<file path="src/rvConsts.svh">
`ifndef RV_CONSTS_SVH
`define RV_CONSTS_SVH

`define RESET_PC      64'h0000_0000_8000_0000
`define DMEM_WORDS    256

`define OP_LUI        7'b0110111
`define OP_AUIPC      7'b0010111
`define OP_JAL        7'b1101111
`define OP_JALR       7'b1100111
`define OP_BRANCH     7'b1100011
`define OP_LOAD       7'b0000011
`define OP_STORE      7'b0100011
`define OP_IMM        7'b0010011
`define OP_REG        7'b0110011
`define OP_SYSTEM     7'b1110011

`define ALU_ADD       4'd0
`define ALU_SUB       4'd1
`define ALU_AND       4'd2
`define ALU_OR        4'd3
`define ALU_XOR       4'd4
`define ALU_SLT       4'd5
`define ALU_SLTU      4'd6
`define ALU_SLL       4'd7
`define ALU_SRL       4'd8
`define ALU_SRA       4'd9
`define ALU_PASSB     4'd10

`define WB_ALU        2'd0
`define WB_MEM        2'd1
`define WB_PC4        2'd2
`define WB_CSR        2'd3

`define BR_NONE       2'd0
`define BR_EQ         2'd1
`define BR_NE         2'd2

`define CSR_MSTATUS   12'h300
`define CSR_MTVEC     12'h305
`define CSR_MEPC      12'h341
`define CSR_MCAUSE    12'h342

`define MSTATUS_MIE   3
`define MSTATUS_MPIE  7
`define CAUSE_ECALL_M 64'd11

`endif
</file>
<file path="src/rvPkg.sv">
`default_nettype none

package rvPkg;

  // data and address word
  typedef logic [63:0] xlenT;

  typedef logic [31:0] instT;

  typedef logic [4:0] regAddrT;

  typedef logic [3:0] aluOpT;

  // writeback source: alu, memory, pc+4, csr
  typedef logic [1:0] wbSelT;

  typedef logic [11:0] csrAddrT;

  typedef logic [1:0] brKindT;  // none, beq, bne

endpackage

`default_nettype wire

</file>
<file path="src/pcUnit.sv">
`timescale 1ns/1ps
`default_nettype none
`include "rvConsts.svh"

module pcUnit (
  input  wire         clk,
  input  wire         rstN,
  input  wire         halt,
  input  rvPkg::xlenT imm,
  input  rvPkg::xlenT aluRes,
  input  wire         branchTaken,
  input  wire         isJal,
  input  wire         isJalr,
  input  wire         isEcall,
  input  wire         isMret,
  input  rvPkg::xlenT mtvec,
  input  rvPkg::xlenT mepc,
  output rvPkg::xlenT pc,
  output logic        halted
);

  rvPkg::xlenT nextPc;

  always_comb begin
    if (isEcall) nextPc = mtvec;
    else if (isMret) nextPc = mepc;
    else if (isJalr) nextPc = {aluRes[63:1], 1'b0};
    else if (isJal || branchTaken) nextPc = pc + imm;
    else nextPc = pc + 64'd4;
  end

  always_ff @(posedge clk or negedge rstN) begin
    if (!rstN) begin
      pc     <= `RESET_PC;
      halted <= 1'b0;
    end else if (!halted) begin
      if (halt) halted <= 1'b1;  // pc stays on the ebreak
      else pc <= nextPc;
    end
  end

endmodule

`default_nettype wire

</file>
<file path="config.mk">
export PLATFORM = sky130hd
export DESIGN_NAME = pcUnit
export DESIGN_NICKNAME = d
export VERILOG_FILES = /design/src/rvPkg.sv /design/src/pcUnit.sv
export VERILOG_INCLUDE_DIRS = /design/src
export SDC_FILE = /design/constraint.sdc
export NUM_CORES = 1
export LEC_CHECK = 0
export BUFFER_PORTS_ARGS = -buffer_cell sky130_fd_sc_hd__buf_2
export CELL_PAD_IN_SITES_DETAIL_PLACEMENT = 1
export CELL_PAD_IN_SITES_GLOBAL_PLACEMENT = 1
export CORE_UTILIZATION = 36
export DETAILED_ROUTE_END_ITERATION = 6
export PLACE_DENSITY_LB_ADDON = 0.1
export SYNTH_ARGS = -nofsm -noshare
export SYNTH_HDL_FRONTEND = slang
export SYNTH_SLANG_ARGS = --single-unit
</file>
<file path="constraint.sdc">
create_clock -name clk -period 3.45 [get_ports clk]
set_input_delay 0.5175 -clock clk [delete_from_list [all_inputs] [get_ports clk]]
set_output_delay 0.5175 -clock clk [all_outputs]
set_load 0.005 [all_outputs]
</file>
==> flow_summary_export.csv <==
group,metric,value,unit
timing,hold_viol,0,
detailed_routing,antenna_left,0,
timing,fmax,301,MHz
worst_setup_path,crit_arrival,3570,ps
clocking,root_buffer,"clkbuf_16",
timing,period_share,0.963,
logic_synthesis,ys_seq_area_frac,0.171,
timing,rsz0062_at_grt,"yes",
clocking,clkTransAtPathRegs,70,ps
placed_design,dpl.hpwl,39000,um
clocking,cts_sinks,65,
power,p_per_area,389,nW/um2
timing,finalClockSkew,14.2,ps
logic_synthesis,netlist.top_cell.by_area,"dfrtp_1",
worst_setup_path,timing.rr.start,"pc[0]",
detailed_routing,totalWireLength,48800,um
hold_path,holdCritPathClass,"in -> async",
logic_synthesis,synth_edf_count,0,
worst_setup_path,required,3690,ps
global_routing,grt_pass1_vias,12600,
worst_setup_path,startpoint_type,"flip-flop",
floorplanning,io_pins,329,
finish,fill_cells,3448,
logic_synthesis,ys_types,91,
finish,fin_util,0.487,
clocking,h-tree-depth,3,
clocking,post-cts-setup-buffers,0,
logic_synthesis,ys.flop_type,"dfrtp_1",
clocking,clkLatencyLatePin,360,ps
logic_synthesis,ys_warn_count,0,
timing,setup_slack,127,ps
finish,drive_gt1_frac,0.306,
clocking,cts_buffer_depth,2,
job,max_cap_violations,0,
logic_synthesis,syn_inst,1341,
timing,holdWs,279,ps
logic_synthesis,synth_commonest_cells,"152 x nand2_1, 139 x a21oi_1, 118 x nor2_1",
timing,worst_pin_slew,919,ps
clocking,cts_tree,"built",
worst_setup_path,end_kind,"flip-flop",
detailed_routing,dr.pass1.iters,5,
placed_design,gp_congestion,0.975,
logic_synthesis,syn_nets,1670,
logic_synthesis,synth.top_cell.area_share,0.168,
floorplanning,die_area,27100,um2
clocking,hold_buffers,0,
worst_setup_path,r2r_slack,130,ps
global_routing,grt_pass1_wl,72900,um
logic_synthesis,ys_async_sr_fraction,1.00,
logic_synthesis,avgSynthCellArea,7.11,um2
finish,fin_nets,2057,
worst_setup_path,crit_path_max_fanout,4,
placed_design,numPortBuffers,327,
detailed_routing,wire_per_inst,23.6,um
global_routing,antenna_found_initial,2,
worst_setup_path,crit_type,"reg -> reg",
logic_synthesis,yosys-top-cells-area,"dfrtp_1 17%, ha_1 8.4%, a21oi_1 7.3%, nand2_1 6.0%, o21ai_0 5.4%",
logic_synthesis,synth.most_common_cell,"nand2_1",
detailed_routing,via_per_inst,6.01,
global_routing,grt_usage,0.356,
timing,min_period,3320,ps
floorplanning,initial_core_util,0.367,
detailed_routing,num_vias,12400,
power,total_power,4930,uW
placed_design,post-place-ws,-316,ps
worst_setup_path,timing.rr.end,"pc[60]",
finish,syn_to_final_growth,32.8,%
logic_synthesis,synth.cell_area,9530,um2
detailed_routing,drtIter0Drc,715,
floorplanning,die_w,165,um
outcome,status,"complete, no violations",
power,leakage,0.00588,uW
global_routing,grt_start_max_net_pins,66,
floorplanning,fp.dieH,165,um
logic_synthesis,synth_seq_cells,65,
timing,slew_headroom,0.388,
worst_setup_path,ff2ff_path_depth,12,
timing,setup_viol,0,
global_routing,grt-ovfl-total,0,
floorplanning,num_rows,59,
timing,slew_viol_final,0,
floorplanning,core-area,26000,um2
detailed_routing,drc_errors,0,
clocking,cts_made_buffers,9,
power,peakVddDrop,0.206,mV
per-layer routing:
metal	share of wire	GRT usage
met1	0.43	0.449
met4	0.036	0.141
met2	0.47	0.611
met3	0.057	0.0465
met5	0	0
worst max-delay path by stage:
stage / start / end / slack, ps / depth (start not counted)
2_1_floorplan: imm[0] / pc[48] / 200 / 12
3_3_place_gp: imm[0] / pc[54] / -230 / 13
3_5_place_dp: imm[0] / pc[54] / -320 / 13
4_1_cts: pc[0] / pc[54] / 30 / 12
5_1_grt: pc[0] / pc[54] / -30 / 12
6_report: pc[0] / pc[60] / 130 / 12
state kept, by name, summed over array words and instances (netlist names):
signal,cells
pc,64
halted,1
stage by stage:
stage	TNS [ps]	instances	cell area, um2
final	0	2071	12700
after detailed placement	-2390	2052	12300
after floorplan	0	1341	9530
after global placement	-1500	2052	12300
after CTS	0	2068	12600
after global routing	-33.3	2068	12700
layout by cell type (no fill, tap or decap), types with 28 or more instances in the layout:
cell / n
buf_4: 132
and3_1: 28
buf_2: 327
nand4_1: 35
o21ai_0: 102
dfrtp_1: 64
nand2_1: 152
xor2_1: 57
ha_1: 64
xnor2_1: 46
nand3_1: 72
a21o_1: 37
nor2_1: 114
a21oi_1: 139
logic make-up after synthesis:
family                     share of synthesized area
AOI/OAI and AO/OA                              0.349
xor gates and xnor gates                      0.0946
adders and majority gates                     0.0861
buffers and inverters                         0.0457
DFF                                            0.171
muxes                                        0.00748
and+or+nand+nor                                0.246
what timing repair did:
action / 4_1_cts / 5_1_grt
pin swaps: 1 / 2
gates resized for setup: 1 / 10
setup endpoints to repair: 1 / 13
report_power, final:
part / total (uW) / switching (uW) / internal (uW)
sequential: 1030 / 151 / 876
combinational: 2870 / 1630 / 1240
clock: 1030 / 429 / 602
layout make-up:
class | count | area (um2) | area share
antenna | 3 | 7.51 | 0.000593
tap | 335 | 419 | 0.0331
clock inverter | 4 | 51.3 | 0.00405
multi-input combinational | 1164 | 7540 | 0.595
timing repair buffer | 461 | 2660 | 0.210
sequential | 65 | 1630 | 0.129
clock buffer | 12 | 256 | 0.0203
inverter | 27 | 101 | 0.00801
critical path, stage by stage, from the launching register on:
cell       delay, ps
dfrtp_1          390
ha_1             210
fa_2             350
a21o_1           200
a221o_1          400
o22ai_4          180
a2111oi_4        120
o211a_4          290
a41oi_4          310
o21ai_1          160
o31ai_2          310
and4_1           240
nor3_1            50
No activity file was read; power rests on OpenSTA's default activity.
