`src/rvConsts.svh`:
```
`ifndef RV_CONSTS_SVH
`define RV_CONSTS_SVH

`define RESET_PC      64'h0000_0000_8000_0000
`define DMEM_WORDS    256

`define OP_LUI        7'b0110111
`define OP_AUIPC      7'b0010111
`define OP_JAL        7'b1101111
`define OP_JALR       7'b1100111
`define OP_BRANCH     7'b1100011
`define OP_LOAD       7'b0000011
`define OP_STORE      7'b0100011
`define OP_IMM        7'b0010011
`define OP_REG        7'b0110011
`define OP_SYSTEM     7'b1110011

`define ALU_ADD       4'd0
`define ALU_SUB       4'd1
`define ALU_AND       4'd2
`define ALU_OR        4'd3
`define ALU_XOR       4'd4
`define ALU_SLT       4'd5
`define ALU_SLTU      4'd6
`define ALU_SLL       4'd7
`define ALU_SRL       4'd8
`define ALU_SRA       4'd9
`define ALU_PASSB     4'd10

`define WB_ALU        2'd0
`define WB_MEM        2'd1
`define WB_PC4        2'd2
`define WB_CSR        2'd3

`define BR_NONE       2'd0
`define BR_EQ         2'd1
`define BR_NE         2'd2

`define CSR_MSTATUS   12'h300
`define CSR_MTVEC     12'h305
`define CSR_MEPC      12'h341
`define CSR_MCAUSE    12'h342

`define MSTATUS_MIE   3
`define MSTATUS_MPIE  7
`define CAUSE_ECALL_M 64'd11

`endif
```
`src/rvPkg.sv`:
```
`default_nettype none

package rvPkg;

  // data and address word
  typedef logic [63:0] xlenT;

  typedef logic [31:0] instT;

  typedef logic [4:0] regAddrT;

  typedef logic [3:0] aluOpT;

  // writeback source: alu, memory, pc+4, csr
  typedef logic [1:0] wbSelT;

  typedef logic [11:0] csrAddrT;

  typedef logic [1:0] brKindT;  // none, beq, bne

endpackage

`default_nettype wire

```
`src/decoder.sv`:
```
`timescale 1ns/1ps
`default_nettype none
`include "rvConsts.svh"

module decoder (
  input  rvPkg::instT    inst,
  output rvPkg::regAddrT rs1Addr,
  output rvPkg::regAddrT rs2Addr,
  output rvPkg::regAddrT rdAddr,
  output rvPkg::xlenT    imm,
  output rvPkg::aluOpT   aluOp,
  output logic           selA,
  output logic           selB,
  output rvPkg::wbSelT   wbSel,
  output logic           regWen,
  output logic           memRen,
  output logic           memWen,
  output logic           memWord,
  output logic           loadUnsigned,
  output rvPkg::brKindT  branchKind,
  output logic           isJal,
  output logic           isJalr,
  output logic           csrWen,
  output logic           isEcall,
  output logic           isMret,
  output logic           isEbreak
);

  logic [6:0] opcode;
  logic [2:0] funct3;
  logic [6:0] funct7;
  rvPkg::xlenT immI, immS, immB, immU, immJ;

  assign opcode  = inst[6:0];
  assign funct3  = inst[14:12];
  assign funct7  = inst[31:25];
  assign rs1Addr = inst[19:15];
  assign rs2Addr = inst[24:20];
  assign rdAddr  = inst[11:7];

  assign immI = {{52{inst[31]}}, inst[31:20]};
  assign immS = {{52{inst[31]}}, inst[31:25], inst[11:7]};
  assign immB = {{52{inst[31]}}, inst[7], inst[30:25], inst[11:8], 1'b0};
  assign immU = {{32{inst[31]}}, inst[31:12], 12'b0};
  assign immJ = {{44{inst[31]}}, inst[19:12], inst[20], inst[30:21], 1'b0};

  always_comb begin
    imm          = '0;
    aluOp        = `ALU_ADD;
    selA         = 1'b0;  // rs1
    selB         = 1'b0;  // rs2
    wbSel        = `WB_ALU;
    regWen       = 1'b0;
    memRen       = 1'b0;
    memWen       = 1'b0;
    memWord      = 1'b0;
    loadUnsigned = 1'b0;
    branchKind   = `BR_NONE;
    isJal        = 1'b0;
    isJalr       = 1'b0;
    csrWen       = 1'b0;
    isEcall      = 1'b0;
    isMret       = 1'b0;
    isEbreak     = 1'b0;
    case (opcode)
      `OP_REG: begin
        regWen = (funct7 & 7'b1011111) == 7'b0;
        case (funct3)
          3'b000:  aluOp = funct7[5] ? `ALU_SUB : `ALU_ADD;
          3'b001:  aluOp = `ALU_SLL;
          3'b010:  aluOp = `ALU_SLT;
          3'b011:  aluOp = `ALU_SLTU;
          3'b100:  aluOp = `ALU_XOR;
          3'b101:  aluOp = funct7[5] ? `ALU_SRA : `ALU_SRL;
          3'b110:  aluOp = `ALU_OR;
          default: aluOp = `ALU_AND;
        endcase
      end
      `OP_IMM: begin
        imm    = immI;
        selB   = 1'b1;
        regWen = 1'b1;
        case (funct3)
          3'b000:  aluOp = `ALU_ADD;
          3'b010:  aluOp = `ALU_SLT;
          3'b100:  aluOp = `ALU_XOR;
          3'b110:  aluOp = `ALU_OR;
          3'b111:  aluOp = `ALU_AND;
          default: regWen = 1'b0;  // shifts etc not supported
        endcase
      end
      `OP_LOAD: begin
        if (funct3 == 3'b011 || funct3 == 3'b010 || funct3 == 3'b110) begin
          imm          = immI;
          selB         = 1'b1;
          memRen       = 1'b1;
          regWen       = 1'b1;
          wbSel        = `WB_MEM;
          memWord      = funct3[1:0] == 2'b10;
          loadUnsigned = funct3[2];
        end
      end
      `OP_STORE: begin
        if (funct3 == 3'b011 || funct3 == 3'b010) begin
          imm     = immS;
          selB    = 1'b1;
          memWen  = 1'b1;
          memWord = funct3 == 3'b010;
        end
      end
      `OP_BRANCH: begin
        imm = immB;
        if (funct3 == 3'b000) branchKind = `BR_EQ;
        else if (funct3 == 3'b001) branchKind = `BR_NE;
      end
      `OP_JAL: begin
        imm    = immJ;
        isJal  = 1'b1;
        regWen = 1'b1;
        wbSel  = `WB_PC4;
      end
      `OP_JALR: begin
        if (funct3 == 3'b000) begin
          imm    = immI;
          selB   = 1'b1;
          isJalr = 1'b1;
          regWen = 1'b1;
          wbSel  = `WB_PC4;
        end
      end
      `OP_LUI: begin
        imm    = immU;
        selB   = 1'b1;
        aluOp  = `ALU_PASSB;
        regWen = 1'b1;
      end
      `OP_AUIPC: begin
        imm    = immU;
        selA   = 1'b1;
        selB   = 1'b1;
        regWen = 1'b1;
      end
      `OP_SYSTEM: begin
        if (funct3 == 3'b001) begin
          selB   = 1'b1;  // imm stays 0, rs1 passes through
          csrWen = 1'b1;
          regWen = 1'b1;
          wbSel  = `WB_CSR;
        end else if (funct3 == 3'b000 && inst[19:15] == '0 && inst[11:7] == '0) begin
          case (inst[31:20])
            12'h000: isEcall  = 1'b1;
            12'h001: isEbreak = 1'b1;
            12'h302: isMret   = 1'b1;
            default: ;
          endcase
        end
      end
      default: ;  // outside the subset, no-op
    endcase
  end

endmodule

`default_nettype wire

```
`config.mk`:
```
export PLATFORM = sky130hd
export DESIGN_NAME = decoder
export DESIGN_NICKNAME = d
export VERILOG_FILES = /design/src/rvPkg.sv /design/src/decoder.sv
export VERILOG_INCLUDE_DIRS = /design/src
export SDC_FILE = /design/constraint.sdc
export NUM_CORES = 1
export LEC_CHECK = 0
export BUFFER_PORTS_ARGS = -buffer_cell sky130_fd_sc_hd__buf_2
export CAP_MARGIN = 25
export CORE_UTILIZATION = 39
export DETAILED_ROUTE_END_ITERATION = 10
export PLACE_DENSITY = 0.95
export SYNTH_ARGS = -nofsm -noshare
export SYNTH_HDL_FRONTEND = slang
export SYNTH_SLANG_ARGS = --single-unit
```
`constraint.sdc`:
```
create_clock -name vclk -period 4.2
set_clock_uncertainty 0.1 [all_clocks]
set_input_delay 0.84 -clock vclk [all_inputs]
set_output_delay 0.84 -clock vclk [all_outputs]
set_load 0.005 [all_outputs]
```
==> results.sh <==
export IMPL_nClkBuffers=0
export IMPL_postSynthAreaPerCell_um2=6.839
export IMPL_cp_arrival_ns=2.56
export IMPL_crit_chain="buf_2, nor2b_1, o211ai_2, nand3_1, o21a_1, buf_2"
export IMPL_grt_pass1_wl_um=5478
export IMPL_place_inst=287
export IMPL_die_w_um=57.56
export IMPL_fin_setup_tns_ns=0
export IMPL_area_delta_synth_final_pct=27.13
export IMPL_ios=132
export IMPL_final_antenna_net_count=0
export IMPL_ys_seq_area_frac=0
export IMPL_antenna_found_initial=0
export IMPL_setup_viol=0
export IMPL_maxCapViolations=0
export IMPL_outcome="finished with violations"
export IMPL_critPathMaxStageDelay_ns=0.58
export IMPL_finalInstanceArea_um2=1530
export IMPL_worstSetupPathType="in2out"
export IMPL_cts_repair_resized=0
export IMPL_startpoint_type="input pin"
export IMPL_synth_fp_nets=208
export IMPL_via_per_inst=5.429
export IMPL_filler_cell_count=296
export IMPL_grt_pass1_vias=1206
export IMPL_peakVddDrop_mv=0.02731
export IMPL_slew_violations=0
export IMPL_cp_end_kind="primary output"
export IMPL_num_vias=1558
export IMPL_rows=19
export IMPL_min_period_ns=3.502
export IMPL_track_usage=0.1990
export IMPL_yosys_area_top_type="buf_4"
export IMPL_drive_gt1_frac=0.5586
export IMPL_synth_cell_type_count=42
export IMPL_coreArea_um2=2829
export IMPL_synth_area_um2=1204
export IMPL_ys_warnings_count=0
export IMPL_holdCritStartpoint="inst[17]"
export IMPL_overflow=0
export IMPL_rsz0062_at_grt="false"
export IMPL_yosys_top_cells_area="buf_4, a21o_1, nor4_1"
export IMPL_fin_cells=287
export IMPL_crit_slowest_cell="o21a_1"
export IMPL_worstMarginPinSlew_ns=0.6663
export IMPL_path_delay_family="compound AO/OA/AOI/OAI gates"
export IMPL_drt_iter0_markers=118
export IMPL_syn_instance_count=176
export IMPL_postPlaceCellArea_um2=1530
export IMPL_port_buffers=132
export IMPL_wl_per_cell_um=13.01
export IMPL_start_util=0.4255
export IMPL_fin_crit_sh=0.8338
export IMPL_critical_path_required_ns=3.26
export IMPL_place_congestion=0.9424
export IMPL_p_leak_uw=0.001134
export IMPL_p_per_area_nw_per_um2=52.95
export IMPL_grt_start_max_net_pins=34
export IMPL_cp_common_cell="buf_2"
export IMPL_die_height_um=57.56
export IMPL_violations="design-rule violations"
export IMPL_fmax_mhz=285.6
export IMPL_nets=290
export IMPL_seq_cells=0
export IMPL_ctsHoldBuffers=0
export IMPL_slew_headroom=0.5558
export IMPL_antenna_cells=0
export IMPL_hold_depth=2
export IMPL_cp_max_fo=33
export IMPL_post_cts_buffers=0
export IMPL_wl_um=3734
export IMPL_drt_pass1_iter_count=8
export IMPL_hold_viol=0
export IMPL_drc=8
export IMPL_die_area_um2=3313
export IMPL_path_buf_inv=2
export IMPL_hold_class="in2out"
export IMPL_synth_top_area_share=0.2994
export IMPL_min_to="rs1Addr[2]"
export IMPL_dp_hpwl_um=3069
export IMPL_layout_area_seq_um2=0
## placed cells by master (no fill, tap or decap), types with 2 or more instances in the layout
master,synthesis,layout
a21o_1,19,19
a21oi_1,2,2
a22o_1,5,5
a31oi_1,3,3
and2_1,7,7
and3_1,2,2
buf_2,4,132
buf_4,48,2
inv_1,5,5
nand2_1,8,8
nand3_1,8,8
nand4b_1,2,2
nor2_1,12,12
nor2b_1,2,2
nor3_1,5,5
nor4_1,10,10
o2111ai_1,2,2
o21a_1,2,2
o21ai_0,3,3
or2_1,2,2
or3_1,3,3
## Yosys cell counts (2+ instances only)
cell type and number:
nand2_1 8, buf_4 48, nand4b_1 2, a21o_1 19, nor2b_1 2, nor3_1 5
nor2_1 12, and3_1 2, a31oi_1 3, nor4_1 10, o21a_1 2, o21ai_0 3
clkbuf_1 2, inv_1 5, a21oi_1 2, buf_2 4, o2111ai_1 2, and2_1 7
nand3_1 8, or3_1 3, or2_1 2, a22o_1 5
## metal layers
layer / up-vias / part of all wire / GRT usage
li1: 757 / - / -
met1: 701 / 0.41 / 0.2674
met2: 96 / 0.49 / 0.3605
met3: 4 / 0.093 / 0.004535
met4: 0 / 0.0083 / 0.02787
met5: - / 0 / 0
## metrics by stage
step	power [uW]	hold slack, ns	util	worst slack (ns)
finish	81.02	1.778	0.5409	0.6981
floorplan	51.12	1.661	-	0.7037
CTS	80.83	1.777	0.5409	0.6716
global placement	79.67	1.775	0.5409	0.7430
global route	88.65	1.786	0.5409	0.5240
detailed placement	80.57	1.777	0.5409	0.6684
## final cells by class
type | count | area (um^2) | area share
Inverter | 6 | 22.52 | 0.01472
Multi-Input combinational cell | 116 | 793.3 | 0.5184
Tap cell | 31 | 38.79 | 0.02535
Timing Repair Buffer | 134 | 675.6 | 0.4415
## worst max path at each step
stage            start      end  slack [ns]  depth (start not counted)
5_1_grt        inst[5]  imm[37]        0.52                          6
3_5_place_dp   inst[3]  imm[46]        0.67                          6
2_1_floorplan  inst[6]  imm[32]        0.70                          6
4_1_cts        inst[3]  imm[46]        0.67                          6
6_report       inst[5]  imm[53]        0.70                          6
3_3_place_gp   inst[3]  imm[39]        0.74                          6
## where the power goes
part,internal (uW),switching [uW],total [uW]
Clock,0,0,0
Combinational,35.2,45.9,81.0
Sequential,0,0,0
## logic make-up after synthesis
group	synth area share
AND/OR/NAND/NOR	0.3618
buffers and inverters	0.3410
AO/OA/AOI/OAI	0.2973
No activity file was read; power rests on OpenSTA's default activity.
