==> src/rvConsts.svh <==
`ifndef RV_CONSTS_SVH
`define RV_CONSTS_SVH

`define RESET_PC      64'h0000_0000_8000_0000
`define DMEM_WORDS    256

`define OP_LUI        7'b0110111
`define OP_AUIPC      7'b0010111
`define OP_JAL        7'b1101111
`define OP_JALR       7'b1100111
`define OP_BRANCH     7'b1100011
`define OP_LOAD       7'b0000011
`define OP_STORE      7'b0100011
`define OP_IMM        7'b0010011
`define OP_REG        7'b0110011
`define OP_SYSTEM     7'b1110011

`define ALU_ADD       4'd0
`define ALU_SUB       4'd1
`define ALU_AND       4'd2
`define ALU_OR        4'd3
`define ALU_XOR       4'd4
`define ALU_SLT       4'd5
`define ALU_SLTU      4'd6
`define ALU_SLL       4'd7
`define ALU_SRL       4'd8
`define ALU_SRA       4'd9
`define ALU_PASSB     4'd10

`define WB_ALU        2'd0
`define WB_MEM        2'd1
`define WB_PC4        2'd2
`define WB_CSR        2'd3

`define BR_NONE       2'd0
`define BR_EQ         2'd1
`define BR_NE         2'd2

`define CSR_MSTATUS   12'h300
`define CSR_MTVEC     12'h305
`define CSR_MEPC      12'h341
`define CSR_MCAUSE    12'h342

`define MSTATUS_MIE   3
`define MSTATUS_MPIE  7
`define CAUSE_ECALL_M 64'd11

`endif
==> src/rvPkg.sv <==
`default_nettype none

package rvPkg;

  // data and address word
  typedef logic [63:0] xlenT;

  typedef logic [31:0] instT;

  typedef logic [4:0] regAddrT;

  typedef logic [3:0] aluOpT;

  // writeback source: alu, memory, pc+4, csr
  typedef logic [1:0] wbSelT;

  typedef logic [11:0] csrAddrT;

  typedef logic [1:0] brKindT;  // none, beq, bne

endpackage

`default_nettype wire

==> src/csrFile.sv <==
`timescale 1ns/1ps
`default_nettype none
`include "rvConsts.svh"

module csrFile (
  input  wire            clk,
  input  wire            rstN,
  input  rvPkg::csrAddrT csrAddr,
  input  wire            csrWen,
  input  rvPkg::xlenT    csrWriteData,
  output rvPkg::xlenT    csrReadData,
  input  wire            trapEnter,
  input  rvPkg::xlenT    trapPc,
  output rvPkg::xlenT    mtvec,
  output rvPkg::xlenT    mepc
);

  rvPkg::xlenT mcause;
  rvPkg::xlenT mstatus;

  always_ff @(posedge clk or negedge rstN) begin
    if (!rstN) begin
      mtvec   <= '0;
      mepc    <= '0;
      mcause  <= '0;
      mstatus <= '0;
    end else if (trapEnter) begin
      mepc   <= trapPc;
      mcause <= `CAUSE_ECALL_M;
      mstatus[`MSTATUS_MPIE] <= mstatus[`MSTATUS_MIE];
      mstatus[`MSTATUS_MIE]  <= 1'b0;  // interrupts off in the handler
    end else if (csrWen) begin
      case (csrAddr)
        `CSR_MTVEC:   mtvec   <= csrWriteData;
        `CSR_MEPC:    mepc    <= csrWriteData;
        `CSR_MCAUSE:  mcause  <= csrWriteData;
        `CSR_MSTATUS: mstatus <= csrWriteData;
        default:      ;  // unknown csr, write dropped
      endcase
    end
  end

  always_comb begin
    case (csrAddr)
      `CSR_MTVEC:   csrReadData = mtvec;
      `CSR_MEPC:    csrReadData = mepc;
      `CSR_MCAUSE:  csrReadData = mcause;
      `CSR_MSTATUS: csrReadData = mstatus;
      default:      csrReadData = '0;
    endcase
  end

  // decoder never flags csrrw and ecall together
  assert property (@(posedge clk) disable iff (!rstN) !(csrWen && trapEnter))
    else $error("csr write and trap entry in one cycle");

endmodule

`default_nettype wire

==> config.mk <==
export PLATFORM = sky130hd
export DESIGN_NAME = csrFile
export DESIGN_NICKNAME = d
export VERILOG_FILES = /design/src/rvPkg.sv /design/src/csrFile.sv
export VERILOG_INCLUDE_DIRS = /design/src
export SDC_FILE = /design/constraint.sdc
export NUM_CORES = 1
export LEC_CHECK = 0
export BUFFER_PORTS_ARGS = -buffer_cell sky130_fd_sc_hd__buf_2
export CORE_ASPECT_RATIO = 0.9
export CORE_MARGIN = 1.5
export CORE_UTILIZATION = 48
export DETAILED_ROUTE_END_ITERATION = 16
export PLACE_DENSITY = 0.74
export SLEW_MARGIN = 10
export SYNTH_ARGS = -nofsm -noshare
export SYNTH_HDL_FRONTEND = slang
export SYNTH_SLANG_ARGS = --single-unit
==> constraint.sdc <==
create_clock -name clk -period 2.8 [get_ports clk]
set_clock_uncertainty 0.2 [all_clocks]
set_input_delay 0.84 -clock clk [delete_from_list [all_inputs] [get_ports clk]]
set_output_delay 0.84 -clock clk [all_outputs]
set_load 0.01 [all_outputs]
==> impl_metrics.yaml <==
route:
  detailroute.via_count: 10890
  detail_route.drc_violations: 0
  detail_route.vias_per_cell: 6.13
  routed_wirelength_um: 43600
  final_antenna_net_count: 0
  drtPass1Iterations: 5
  avgRoutedWirePerCell_um: 24.5
  drt_iter0_markers: 898
clock_tree:
  tritoncts_buffers: 28
  cts.sinks: 256
  cts.reportedPaths.clkPinSlew_ns: 0.06
  cts-htree-levels: 1
  tritoncts: "yes"
  worstSkewPairLatency_ns: 0.54
  ctsRootBufferMaster: "sky130_fd_sc_hd__clkbuf_16"
  max-clock-path-buffers: 3
critical_path:
  most_used_cell_cp: "sky130_fd_sc_hd__buf_12"
  cp.arrival_ns: 2.29
  cell_with_the_largest_stage_delay_on_the_worst_path: "sky130_fd_sc_hd__and4bb_1"
  endpoint_kind: "primary output"
  crit_fanout: 7
  worst_ep_required_time_ns: 1.76
  regToRegStartpoint: "mepc[7]"
  worstSetupPathType: "in -> out"
  r2r-end: "mepc[7]"
  critical_path.max_stage_delay_ns: 0.31
  cells_along_the_critical_path: "buf_6 -> and4bb_1 -> buf_4 -> nand3b_1 -> buf_12 -> buf_12 -> buf_16 -> o22ai_4 -> buf_2"
  cp-start-kind: "input port"
  ff2ff_setup_slack_ns: 1.65
  timing.reg2reg.worst_path_depth: 2
global_routing:
  grt_max_degree: 125
  number_of_antenna_violations_at_the_first_check_in_global_routing: 3
  gr-usage-all-layers_pct: 31.9
  top_usage_layer: "met2"
  final_global_route_overflow_total: 0
  use_met2_pct: 50.3
  grt_util_met3_pct: 7.01
  grtUsageMet1_pct: 43.4
  grt_first_pass_wirelength_um: 64900
  first_global_vias: 11021
flow_run:
  cap_violations: 0
floorplanning:
  dieArea_sq_um: 26500
  die_w_um: 171
  die_y_um: 155
  rows: 55
  initial_cell_density_of_the_core_pct: 48.8
  ios: 336
  design.core.area_sq_um: 25100
worst_hold_path:
  worstHoldPathType: "in -> async"
final_layout:
  post_route_cells_drive_above_1_share_pct: 53.3
  fraction_of_the_core_area_covered_by_cells_at_the_end_of_the_flow_pct: 71.0
  nets: 1556
  layout.filler_cells: 1726
  syn2layout_area_growth_pct: 45.5
  final_cells: 1777
pwr:
  power.density_nw_per_um2: 483
  irDropWorstVdd_uv: 380
  p_leak_uw: 0.00817
  totalPowerFinal_uw: 8620
place:
  placement.io_buffers: 335
  gp_congestion: 0.819
  numPlacedInstances: 1690
  dp_hpwl_um: 25900
  pre_cts_ws_ns: -0.521
timing:
  worst_hold_slack_ns: 0.0296
  final.setup.worst_slack_ns: -0.527
  grt_setup_unrepaired: "yes"
  number_of_hold_violations_in_the_final_report: 0
  min_period_over_period_pct: 119
  timing_worst_slew_pin_value_ns: 0.663
  fin_crit_ns: 3.33
  timing.final.max_slew_violations: 0
  final_setup_violation_count: 64
  clock.fmax_mhz: 301
  slew_headroom_pct: 55.8
yosys:
  net_count_after_synthesis: 1175
  post_synth.cell_area_avg_sq_um: 11.9
  netlist_area_before_placement_sq_um: 12300
  yosysWarnings: 0
  ys_ff_latch: 256
  netlist-cell-type-count: 34
  sequential_share_of_the_synthesized_area_pct: 52.2
  synthesis.instances: 1031
run_status:
  run_status: "finished with violations"
  failed_checks: "negative setup slack"
[worst max-delay path by stage]
stage	start	endpoint	slack [ns]	cells after the start
2_1_floorplan	csrAddr[10]	csrReadData[11]	-0.13	6
4_1_cts	csrAddr[5]	csrReadData[17]	-0.48	9
3_5_place_dp	csrAddr[2]	csrReadData[6]	-0.52	7
3_3_place_gp	csrAddr[2]	csrReadData[6]	-0.50	7
5_1_grt	csrAddr[4]	csrReadData[16]	-0.55	8
6_report	csrAddr[10]	csrReadData[19]	-0.53	9
[flip-flops by register name (all words and copies together), names as in the netlist]
signal,cells
mcause,64
mepc,64
mstatus,64
mtvec,64
[routing by layer]
| layer | vias to the layer above | share of wire (%) |
|---|---|---|
| li1 | 4684 | - |
| met3 | 92 | 8.4 |
| met1 | 5541 | 42 |
| met2 | 573 | 47 |
| met4 | 0 | 3.2 |
| met5 | - | 0 |
[cells by family after synthesis]
logic type / after synthesis / synth area share, %
mux: 131 / 13.8
flops: 256 / 52.2
buf+inv: 104 / 4.02
compound gates: 254 / 15.5
simple gates: 286 / 14.4
[power breakdown]
| group | internal [uW] | total (uW) | switching [uW] |
|---|---|---|---|
| Clock | 2480 | 4000 | 1520 |
| Sequential | 3790 | 3880 | 90.5 |
| Combinational | 307 | 743 | 436 |
| Total | 6570 | 8620 | 2040 |
[cell type report]
type / instances / area [sq um] / area share [%]
Sequential cell: 256 / 6410 / 35.9
Multi-Input combinational cell: 671 / 6340 / 35.5
Timing Repair Buffer: 454 / 3640 / 20.4
Clock buffer: 40 / 857 / 4.80
Tap cell: 342 / 428 / 2.40
Clock inverter: 10 / 153 / 0.856
Antenna cell: 3 / 7.51 / 0.0421
Inverter: 1 / 3.75 / 0.0210
[cell usage after synthesis]
library cell | instances | area [sq um]
sky130_fd_sc_hd__nand3b_1 | 127 | 953
sky130_fd_sc_hd__buf_4 | 7 | 52.6
sky130_fd_sc_hd__mux2_4 | 60 | 901
sky130_fd_sc_hd__buf_6 | 6 | 67.6
sky130_fd_sc_hd__nand4_2 | 1 | 12.5
sky130_fd_sc_hd__nor3_1 | 1 | 5.00
sky130_fd_sc_hd__a21oi_1 | 1 | 5.00
sky130_fd_sc_hd__nand4_1 | 2 | 12.5
sky130_fd_sc_hd__a22oi_1 | 128 | 961
sky130_fd_sc_hd__nand2b_1 | 2 | 12.5
sky130_fd_sc_hd__a22o_1 | 60 | 526
sky130_fd_sc_hd__nor2_1 | 5 | 18.8
sky130_fd_sc_hd__and4_1 | 1 | 8.76
sky130_fd_sc_hd__and4bb_1 | 1 | 12.5
sky130_fd_sc_hd__mux2i_1 | 5 | 50.1
sky130_fd_sc_hd__clkbuf_1 | 53 | 199
sky130_fd_sc_hd__nor4b_1 | 1 | 8.76
sky130_fd_sc_hd__and2_1 | 3 | 18.8
sky130_fd_sc_hd__mux2_2 | 66 | 743
sky130_fd_sc_hd__nor3b_1 | 2 | 15.0
sky130_fd_sc_hd__a221o_1 | 1 | 10.0
sky130_fd_sc_hd__o22ai_1 | 64 | 400
sky130_fd_sc_hd__buf_1 | 12 | 45.0
sky130_fd_sc_hd__inv_1 | 1 | 3.75
sky130_fd_sc_hd__buf_2 | 25 | 125
sky130_fd_sc_hd__nand3_1 | 63 | 315
sky130_fd_sc_hd__nand4_4 | 1 | 21.3
sky130_fd_sc_hd__nor4_4 | 2 | 42.5
sky130_fd_sc_hd__dfrtp_1 | 256 | 6410
sky130_fd_sc_hd__nand4b_1 | 1 | 8.76
sky130_fd_sc_hd__nor2b_1 | 6 | 37.5
sky130_fd_sc_hd__nand2_1 | 65 | 244
sky130_fd_sc_hd__and3b_1 | 1 | 8.76
sky130_fd_sc_hd__nor3_2 | 1 | 10.0
[worst max-delay path: cells and delay by family]
kind            cells  cell delay [ns]
simple gates        2             0.48
compound gates      1             0.10
buf+inv             6             0.85
[stage by stage]
| step | setup TNS, ns | cell area [sq um] |
|---|---|---|
| finish | -29.33 | 17800 |
| floorplan | -7.73 | 13000 |
| global placement | -38.98 | 15600 |
| detailed placement | -41.16 | 15600 |
| CTS | -27.26 | 17500 |
| global route | -32.28 | 17800 |
[what timing repair did]
action / CTS / global route
pin swaps: 20 / 48
gates resized for setup: 81 / 55
setup endpoints to repair: 64 / 64
hold buffers: 0 / 0
buffers inserted: 16 / 1
cloned: 14 / 5
[cell usage in the layout (no fill, tap or decap), types with 4 or more instances in the layout]
cell,n
sky130_fd_sc_hd__dfrtp_1,256
sky130_fd_sc_hd__bufinv_16,4
sky130_fd_sc_hd__clkinv_2,5
sky130_fd_sc_hd__clkbuf_16,33
sky130_fd_sc_hd__a22oi_2,60
sky130_fd_sc_hd__buf_16,15
sky130_fd_sc_hd__nand3_1,63
sky130_fd_sc_hd__o22ai_2,29
sky130_fd_sc_hd__a22o_1,60
sky130_fd_sc_hd__buf_12,36
sky130_fd_sc_hd__buf_2,303
sky130_fd_sc_hd__clkbuf_8,9
sky130_fd_sc_hd__buf_4,54
sky130_fd_sc_hd__mux2_2,66
sky130_fd_sc_hd__buf_8,4
sky130_fd_sc_hd__nand3b_1,127
sky130_fd_sc_hd__nor2b_1,5
sky130_fd_sc_hd__a22oi_1,68
sky130_fd_sc_hd__buf_6,38
sky130_fd_sc_hd__nand2_1,65
sky130_fd_sc_hd__o22ai_4,33
sky130_fd_sc_hd__mux2i_1,5
sky130_fd_sc_hd__mux2_4,60
No activity file was read; power rests on OpenSTA's default activity.
